`src/logic/am_align_defs.svh`:
```
`ifndef AM_ALIGN_DEFS_SVH
`define AM_ALIGN_DEFS_SVH

// Physical lanes in the receiver.
`define AM_N_LANES 4

// Distinct lane markers in the pattern table, also the match vector width.
`define AM_N_MARKERS 4

// Blocks from one marker to the next on a lane.
`define AM_PERIOD 16384

// Width of the invalid-marker limit and its counter.
`define AM_LIMIT_W 4

`endif

```
`src/logic/am_align_pkg.sv`:
```
`include "am_align_defs.svh"

package am_align_pkg;

	localparam int AM_IDX_W = (`AM_N_MARKERS > 1) ? $clog2(`AM_N_MARKERS) : 1;

	localparam logic [1:0] AM_SH_CTRL = 2'b10; // Control block.
	localparam logic [1:0] AM_SH_DATA = 2'b01; // Data block.

	typedef struct packed {
		logic [1:0]  sync;
		logic [63:0] payload;
	} am_block_t;

	typedef logic [`AM_N_MARKERS-1:0] am_match_t;

	typedef logic [AM_IDX_W-1:0] am_marker_idx_t;

	typedef struct packed {
		logic           lock;
		am_marker_idx_t idx;
	} am_lane_status_t;

	typedef am_lane_status_t [`AM_N_LANES-1:0] am_lane_map_t;

	// Bytes 0..2 then 4..6, byte 0 in the top bits.
	localparam logic [47:0] AM_PATTERNS [`AM_N_MARKERS] = '{
		48'hC1_68_21_3E_97_DE,
		48'h9D_71_8E_62_8E_71,
		48'h59_4B_E8_A6_B4_17,
		48'h4D_95_7B_B2_6A_84
	};

	// Parity bytes 3 and 7 are skipped.
	function automatic logic [47:0] am_signature(input logic [63:0] payload);
		return {payload[7:0], payload[15:8], payload[23:16],
			payload[39:32], payload[47:40], payload[55:48]};
	endfunction

endpackage

```
`src/logic/am_detector.sv`:
```
`timescale 1ns/1ps

`include "am_align_defs.svh"

module am_detector
	import am_align_pkg::*;
(
	input  logic      i_clock,
	input  logic      i_reset,
	input  logic      i_valid,
	input  am_block_t i_block,
	input  am_match_t i_match_mask,
	output logic      o_valid,
	output am_match_t o_match_vector,
	output logic      o_am_valid
);

	am_match_t   raw_match;
	logic [47:0] signature;
	logic        is_ctrl;

	// Marker bytes of the incoming block.
	assign signature = am_signature(i_block.payload);
	assign is_ctrl   = (i_block.sync == AM_SH_CTRL);

	always_comb
	begin
		for (int m = 0; m < `AM_N_MARKERS; m++)
		begin
			raw_match[m] = is_ctrl && (signature == AM_PATTERNS[m]); // One comparator per entry.
		end
	end

	// Strobe follows the input one cycle behind.
	always_ff @(posedge i_clock)
	begin
		if (i_reset)
		begin
			o_valid <= 1'b0;
		end
		else
		begin
			o_valid <= i_valid;
		end
	end

	// Result registers load only on an accepted block.
	always_ff @(posedge i_clock)
	begin
		if (i_valid)
		begin
			o_match_vector <= raw_match; // Raw, unmasked.
			o_am_valid     <= |(raw_match & i_match_mask); // Locked lane sees only its marker.
		end
	end

	// The table entries are distinct, so at most one entry can ever hit.
	a_single_match: assert property (
		@(posedge i_clock) disable iff (i_reset)
		i_valid |-> $onehot0(raw_match)
	);

endmodule

```
`src/logic/am_lock_fsm.sv`:
```
`timescale 1ns/1ps

`include "am_align_defs.svh"

module am_lock_fsm
	import am_align_pkg::*;
#(
	parameter int P_PERIOD = `AM_PERIOD
)
(
	input  logic                   i_clock,
	input  logic                   i_reset,
	input  logic                   i_enable,
	input  logic                   i_valid,
	input  logic                   i_block_lock,
	input  logic                   i_am_valid,
	input  logic [`AM_LIMIT_W-1:0] i_am_invalid_limit,
	input  am_match_t              i_match_vector,
	output am_match_t              o_match_mask,
	output logic                   o_ignore_sh,
	output logic                   o_am_lock
);

	localparam int TIMER_W = (P_PERIOD > 1) ? $clog2(P_PERIOD) : 1;

	typedef enum logic [1:0] {
		INIT,
		WAIT_1ST,
		WAIT_2ND,
		LOCKED
	} state_t;

	state_t                 state, next_state;
	am_match_t              match_mask, next_mask;
	logic                   ignore_sh, next_ignore;
	logic                   am_lock, next_lock;
	logic [`AM_LIMIT_W-1:0] invalid_count, next_count;
	logic [TIMER_W-1:0]     timer;
	logic                   timer_done;
	logic                   timer_restart;
	logic                   accept;
	logic [`AM_LIMIT_W:0]   count_inc;
	logic                   limit_hit;

	assign accept     = i_enable && i_valid;
	assign timer_done = (timer == TIMER_W'(P_PERIOD - 1)); // P_PERIOD blocks since restart.
	assign count_inc  = {1'b0, invalid_count} + 1'b1;
	assign limit_hit  = (count_inc >= {1'b0, i_am_invalid_limit});

	always_comb
	begin
		next_state    = state;
		next_mask     = match_mask;
		next_ignore   = ignore_sh;
		next_lock     = am_lock;
		next_count    = invalid_count;
		timer_restart = 1'b0;
		if (!i_block_lock)
		begin
			next_state  = INIT; // Lost block lock.
			next_mask   = '1;
			next_ignore = 1'b0;
			next_lock   = 1'b0;
			next_count  = '0;
		end
		else
		begin
			case (state)
				INIT:
				begin
					next_state = WAIT_1ST;
				end
				WAIT_1ST:
				begin
					if (i_am_valid)
					begin
						next_mask     = i_match_vector; // Narrow to the found marker.
						next_ignore   = 1'b1;
						timer_restart = 1'b1;
						next_state    = WAIT_2ND;
					end
				end
				WAIT_2ND:
				begin
					if (timer_done && i_am_valid)
					begin
						next_lock     = 1'b1;
						next_count    = '0;
						timer_restart = 1'b1;
						next_state    = LOCKED;
					end
					else if (timer_done)
					begin
						next_mask   = '1; // Re-arm on any marker.
						next_ignore = 1'b0;
						next_state  = WAIT_1ST;
					end
				end
				LOCKED:
				begin
					if (timer_done)
					begin
						timer_restart = 1'b1;
						if (i_am_valid)
						begin
							next_count = '0;
						end
						else if (limit_hit)
						begin
							next_lock   = 1'b0; // Too many misses in a row.
							next_mask   = '1;
							next_ignore = 1'b0;
							next_count  = '0;
							next_state  = WAIT_1ST;
						end
						else
						begin
							next_count = count_inc[`AM_LIMIT_W-1:0];
						end
					end
				end
				default:
				begin
					next_state = INIT;
				end
			endcase
		end
	end

	always_ff @(posedge i_clock)
	begin
		if (i_reset)
		begin
			state         <= INIT;
			match_mask    <= '1;
			ignore_sh     <= 1'b0;
			am_lock       <= 1'b0;
			invalid_count <= '0;
			timer         <= '0;
		end
		else if (accept)
		begin
			state         <= next_state;
			match_mask    <= next_mask;
			ignore_sh     <= next_ignore;
			am_lock       <= next_lock;
			invalid_count <= next_count;
			timer         <= (timer_restart || timer_done) ? '0 : timer + 1'b1;
		end
	end

	assign o_match_mask = match_mask;
	assign o_ignore_sh  = ignore_sh;
	assign o_am_lock    = am_lock;

	// Lock rests on a single marker taken from the detector.
	a_lock_onehot_mask: assert property (
		@(posedge i_clock) disable iff (i_reset)
		am_lock |-> $onehot(match_mask)
	);

	a_lock_ignore_sh: assert property (
		@(posedge i_clock) disable iff (i_reset)
		am_lock |-> ignore_sh
	);

endmodule

```
`src/logic/lane_lock_status.sv`:
```
`timescale 1ns/1ps

`include "am_align_defs.svh"

module lane_lock_status
	import am_align_pkg::*;
(
	input  logic                              i_clock,
	input  logic                              i_reset,
	input  logic [`AM_N_LANES-1:0]            i_lock,
	input  am_match_t [`AM_N_LANES-1:0]       i_masks,
	output am_lane_map_t                      o_lane_map,
	output logic                              o_all_locked,
	output logic                              o_map_error
);

	am_lane_map_t lane_map_next;
	logic         dup_found;

	// One-hot mask to marker index, unlocked lanes read zero.
	always_comb
	begin
		lane_map_next = '0;
		for (int l = 0; l < `AM_N_LANES; l++)
		begin
			lane_map_next[l].lock = i_lock[l];
			if (i_lock[l])
			begin
				for (int m = 0; m < `AM_N_MARKERS; m++)
				begin
					if (i_masks[l][m])
					begin
						lane_map_next[l].idx = am_marker_idx_t'(m);
					end
				end
			end
		end
	end

	// Any two locked lanes on the same marker.
	always_comb
	begin
		dup_found = 1'b0;
		for (int a = 0; a < `AM_N_LANES; a++)
		begin
			for (int b = a + 1; b < `AM_N_LANES; b++)
			begin
				if (i_lock[a] && i_lock[b] &&
					(lane_map_next[a].idx == lane_map_next[b].idx))
				begin
					dup_found = 1'b1;
				end
			end
		end
	end

	always_ff @(posedge i_clock)
	begin
		if (i_reset)
		begin
			o_lane_map   <= '0;
			o_all_locked <= 1'b0;
			o_map_error  <= 1'b0;
		end
		else
		begin
			o_lane_map   <= lane_map_next;
			o_all_locked <= &i_lock;
			o_map_error  <= dup_found;
		end
	end

endmodule

```
`src/logic/am_align_rx.sv`:
```
`timescale 1ns/1ps

`include "am_align_defs.svh"

module am_align_rx
	import am_align_pkg::*;
#(
	parameter int P_PERIOD = `AM_PERIOD
)
(
	input  logic                         i_clock,
	input  logic                         i_reset,
	input  logic                         i_enable,
	input  logic                         i_block_valid,
	input  am_block_t [`AM_N_LANES-1:0]  i_blocks,
	input  logic [`AM_N_LANES-1:0]       i_block_lock,
	input  logic [`AM_LIMIT_W-1:0]       i_am_invalid_limit,
	output logic [`AM_N_LANES-1:0]       o_ignore_sh,
	output am_lane_map_t                 o_lane_map,
	output logic                         o_all_locked,
	output logic                         o_map_error
);

	logic [`AM_N_LANES-1:0]      det_valid;
	logic [`AM_N_LANES-1:0]      det_am_valid;
	am_match_t [`AM_N_LANES-1:0] det_match;
	am_match_t [`AM_N_LANES-1:0] lane_mask;
	logic [`AM_N_LANES-1:0]      lane_lock;

	for (genvar l = 0; l < `AM_N_LANES; l++)
	begin : g_lane
		am_detector detector_i (
			.i_clock        (i_clock),
			.i_reset        (i_reset),
			.i_valid        (i_block_valid),
			.i_block        (i_blocks[l]),
			.i_match_mask   (lane_mask[l]),
			.o_valid        (det_valid[l]),
			.o_match_vector (det_match[l]),
			.o_am_valid     (det_am_valid[l])
		);

		am_lock_fsm #(
			.P_PERIOD (P_PERIOD)
		) lock_fsm_i (
			.i_clock            (i_clock),
			.i_reset            (i_reset),
			.i_enable           (i_enable),
			.i_valid            (det_valid[l]),
			.i_block_lock       (i_block_lock[l]),
			.i_am_valid         (det_am_valid[l]),
			.i_am_invalid_limit (i_am_invalid_limit),
			.i_match_vector     (det_match[l]),
			.o_match_mask       (lane_mask[l]),
			.o_ignore_sh        (o_ignore_sh[l]),
			.o_am_lock          (lane_lock[l])
		);
	end

	lane_lock_status status_i (
		.i_clock      (i_clock),
		.i_reset      (i_reset),
		.i_lock       (lane_lock),
		.i_masks      (lane_mask),
		.o_lane_map   (o_lane_map),
		.o_all_locked (o_all_locked),
		.o_map_error  (o_map_error)
	);

endmodule

```
`config.mk`:
```
export PLATFORM = sky130hd
export DESIGN_NAME = am_align_rx
export DESIGN_NICKNAME = d
export VERILOG_FILES = /design/src/logic/am_align_pkg.sv /design/src/logic/am_detector.sv /design/src/logic/am_lock_fsm.sv /design/src/logic/lane_lock_status.sv /design/src/logic/am_align_rx.sv
export VERILOG_INCLUDE_DIRS = /design/src /design/src/logic
export SDC_FILE = /design/constraint.sdc
export NUM_CORES = 1
export LEC_CHECK = 0
export BUFFER_PORTS_ARGS = -buffer_cell sky130_fd_sc_hd__buf_2
export CORE_ASPECT_RATIO = 0.6
export CORE_MARGIN = 3
export CORE_UTILIZATION = 28
export CTS_CLUSTER_DIAMETER = 80
export DETAILED_ROUTE_END_ITERATION = 8
export PLACE_DENSITY = 0.48
export SYNTH_ARGS = -nofsm -noshare
export SYNTH_HDL_FRONTEND = slang
export SYNTH_SLANG_ARGS = --single-unit
export TNS_END_PERCENT = 20
```
`constraint.sdc`:
```
create_clock -name i_clock -period 3.1 [get_ports i_clock]
set_input_delay 0.155 -clock i_clock [delete_from_list [all_inputs] [get_ports i_clock]]
set_output_delay 0.155 -clock i_clock [all_outputs]
set_load 0.01 [all_outputs]
```
==> impl_results.md <==
- Outcome: finished, final reports clean
- CTS root buf: clkbuf_16
- Synth warn: 0
- Reg2reg path depth: 9
- Synth top area cells: dfxtp_1 29%, edfxtp_1 7.3%, ha_1 6.1%
- WP data arrival: 3100 ps
- Max IR drop VDD: 0.3804 mV
- Reg-to-Reg Start: g_lane[1].lock_fsm_i.invalid_count[0]
- Gate Count Post-Synth: 962
- Core Area: 28170 um^2
- Hold path cells: 3
- FFs w/ async S/R, synth: 0%
- Pins Over Slew Limit: 0
- Top-area cell type share of the netlist area: 29.04%
- Setup Total Neg Slack: 0 ps
- Detailed-routed wire length on met2: 9886 um
- CTS tree: built
- Dominant cell type by area after synthesis: dfxtp_1
- Fillcell total: 2891
- Critical path class: reg -> reg
- Design Power: 4.141 mW
- Hold Fails Final Rpt: 0
- First-pass GRT wire length: 38070 um
- Clk_lat worst skew: 420 ps
- Sw frac: 23.19%
- Sequential power share: 45.3%
- DR vias: 7762
- # IOs: 294
- Buffers on Ports: 229
- Register area share after synthesis: 36.36%
- Combinational share of power: 8.7%
- Die height: 138.6 um
- CTS resizes: 0
- H-tree levels: 4
- Hold endpoint: g_lane[0].lock_fsm_i.state[1]
- Die Span X: 227.0 um
- Hold_buf cts: 0
- Hold WC Path Type: in -> reg
- Clk_skew: 9.474 ps
- Min Tclk post-route: 2752 ps
- Diode count: 0
- Worst R2R End: g_lane[1].lock_fsm_i.state[0]
- Min-delay src: i_block_lock[0]
- Mapped Area: 8203 um^2
- Largest net degree at the start of global routing: 25
- P_sw: 960.2 uW
- Clock buffer depth: 2
- Commonest cells after routing, fill and taps aside: 229 x buf_2, 119 x dfxtp_1, 116 x nor2_1, 92 x nand2_1, 56 x nand3_1
- Clock network power share: 46.0%
- Nets: 1506
- Layout cells sized above 1: 24.23%
- Endpoint class of the critical path: flip-flop
- Dpl hpwl: 18840 um
- Vias in the first global route: 7354
- Final setup violation count: 0
- Number of synthesized flops with an enable pin: 20
- CP Max Fanout: 5
- WL/cell: 15.04 um
- Post-route DRC: 0
- Worst reg-to-reg setup slack: 350 ps
- Num CTS Buffers: 17
- Syn avg cell area: 8.527 um^2
- Distinct cells, synth: 72
- RSZ-0062 raised after global routing: false
- Max cap viols: 0
- Antenna violations before repair: 1
- Net Count, Synth: 1278
- CP Data Required Time: 3450 ps
- Commonest non-fill, non-tap cell in the layout: buf_2
- 1st-iter DRT viols: 503
- Int Power: 3.181 mW
- Site row count: 47
- LEAKAGE: 4.039 nW
- Top_reg_cell synth: dfxtp_1
- Drt pass-1 iters: 5
- Slew margin rel.: 47.49%
- Yosys reg bits: 139
- Total gr overflow: 0
- Post-CTS Setup Repair Bufs: 0
- Fmax: 0.3634 GHz
- Met3 Routed Length: 1358 um
- Startpoint types: flip-flop
- CTS sink count: 139
- Pwr/cell area: 402.4 nW/um^2
- Reg clk slew, reported paths: 60 ps
- Final critical-path share of the clock period: 88.76%
- Highest routed layer: met5
- Via density per instance: 4.950
- Total Wirelength: 23580 um
- Area grow syn2layout: 25.46%
- Die ar.: 31450 um^2
- GRT Util Overall: 14.91%
- Initial Util: 29.12%
- Actual slew at the worst max-slew pin: 786.8 ps
- RePlAce Congestion: 0.8401
- M1 WL: 12130 um
- Antenna Nets Post-Route: 0
==> cells in the mapped netlist (all sizes together), types with 5 or more instances <==
cell type and count:
dfxtp 119, xnor2 32, ha 40, or4 11
a31oi 6, nor3 21, buf 7, xor2 27
nor4bb 18, nand4bb 5, a21oi 40, mux2i 14
nand3 57, nand3b 12, and3 8, nor3b 6
edfxtp 20, nor4b 13, a41oi 6, nor2 117
inv 42, or3 15, or3b 5, nand4 37
clkbuf 21, nand4b 20, o21ai 38, and4 5
nand2 92, nor4 19, o211ai 6, nor2b 14
nand2b 13
==> flip-flops by register name, summed over array words and instances, names as in the netlist, 4 cells and up <==
register                          count
g_lane.detector_i.o_match_vector     16
g_lane.lock_fsm_i.o_ignore_sh         4
g_lane.lock_fsm_i.state               8
g_lane.lock_fsm_i.timer              56
g_lane.detector_i.o_am_valid          4
g_lane.lock_fsm_i.o_match_mask       16
status_i.o_lane_map                  12
g_lane.lock_fsm_i.o_am_lock           4
g_lane.lock_fsm_i.invalid_count      16
==> cell families (layout without fill, tap and decap cells) <==
kind of cell,after synthesis,after routing,share of synthesized area (%)
AND/OR/NAND/NOR,499,499,34.75
flip-flops,139,139,36.36
AO/OA/AOI/OAI,137,137,10.81
buffers and inverters,70,309,3.417
XOR/XNOR,59,59,6.300
adder cells (fa/ha/maj),40,40,6.101
multiplexers,18,18,2.257
==> critical path, stage by stage (launching register included) <==
cell and delay (ps):
dfxtp_1 350, ha_1 230, nor2b_1 140, or2_2 270, ha_1 270, o21ai_0 80, o21ai_0 440, o2111ai_1 330
or3b_1 440, a21oi_1 130
==> layer usage <==
layer | GRT usage (%) | up-vias
met5 | 0 | -
met4 | 3.133 | 2
met3 | 3.702 | 20
met2 | 21.35 | 204
met1 | 22.46 | 3541
li1 | - | 3995
==> power groups by stage <==
stage               Sequential (mW)  Clock, mW  Combinational [mW]
CTS                            1.87       1.97               0.363
global route                   1.88       2.05               0.405
global placement               1.91          0               0.358
finish                         1.87       1.91               0.362
detailed placement             1.91          0               0.361
floorplan                      1.91          0               0.148
==> cell type report <==
class	instances	area, um^2	area share (%)
Timing Repair Buffer	237	1206	11.72
Clock inverter	8	70.07	0.6809
Multi-Input combinational cell	753	4940	48.00
Inverter	42	157.7	1.532
Clock buffer	22	475.5	4.620
Sequential cell	139	2983	28.98
Tap cell	367	459.2	4.462
==> per-stage QoR <==
stage / area (um^2) / setup slack [ps] / utilization [%] / hold WS, ps / std cells
3_3_place_gp: 9746 / 413.2 / 34.60 / 444.9 / 1538
4_1_cts: 10290 / 378.3 / 36.53 / 79.89 / 1568
2_1_floorplan: 8203 / 761.5 / - / 267.5 / 962
6_report: 10290 / 348.3 / 36.53 / 109.7 / 1568
5_1_grt: 10290 / 63.02 / 36.53 / 96.53 / 1568
3_5_place_dp: 9746 / 413.2 / 34.60 / 451.8 / 1538
==> worst max-delay path by stage <==
stage / from / end / slack, ps / cells past startpoint
after floorplan: g_lane[1].lock_fsm_i.invalid_count[0] / g_lane[1].lock_fsm_i.state[0] / 760 / 9
after global routing: g_lane[1].lock_fsm_i.invalid_count[0] / g_lane[1].lock_fsm_i.state[0] / 60 / 9
after global placement: g_lane[1].lock_fsm_i.invalid_count[0] / g_lane[1].lock_fsm_i.state[0] / 410 / 9
final: g_lane[1].lock_fsm_i.invalid_count[0] / g_lane[1].lock_fsm_i.state[0] / 350 / 9
after detailed placement: g_lane[1].lock_fsm_i.invalid_count[0] / g_lane[1].lock_fsm_i.state[0] / 410 / 9
after CTS: g_lane[1].lock_fsm_i.invalid_count[0] / g_lane[1].lock_fsm_i.state[0] / 380 / 9
Note: power is estimated with default switching activity, not from simulation.
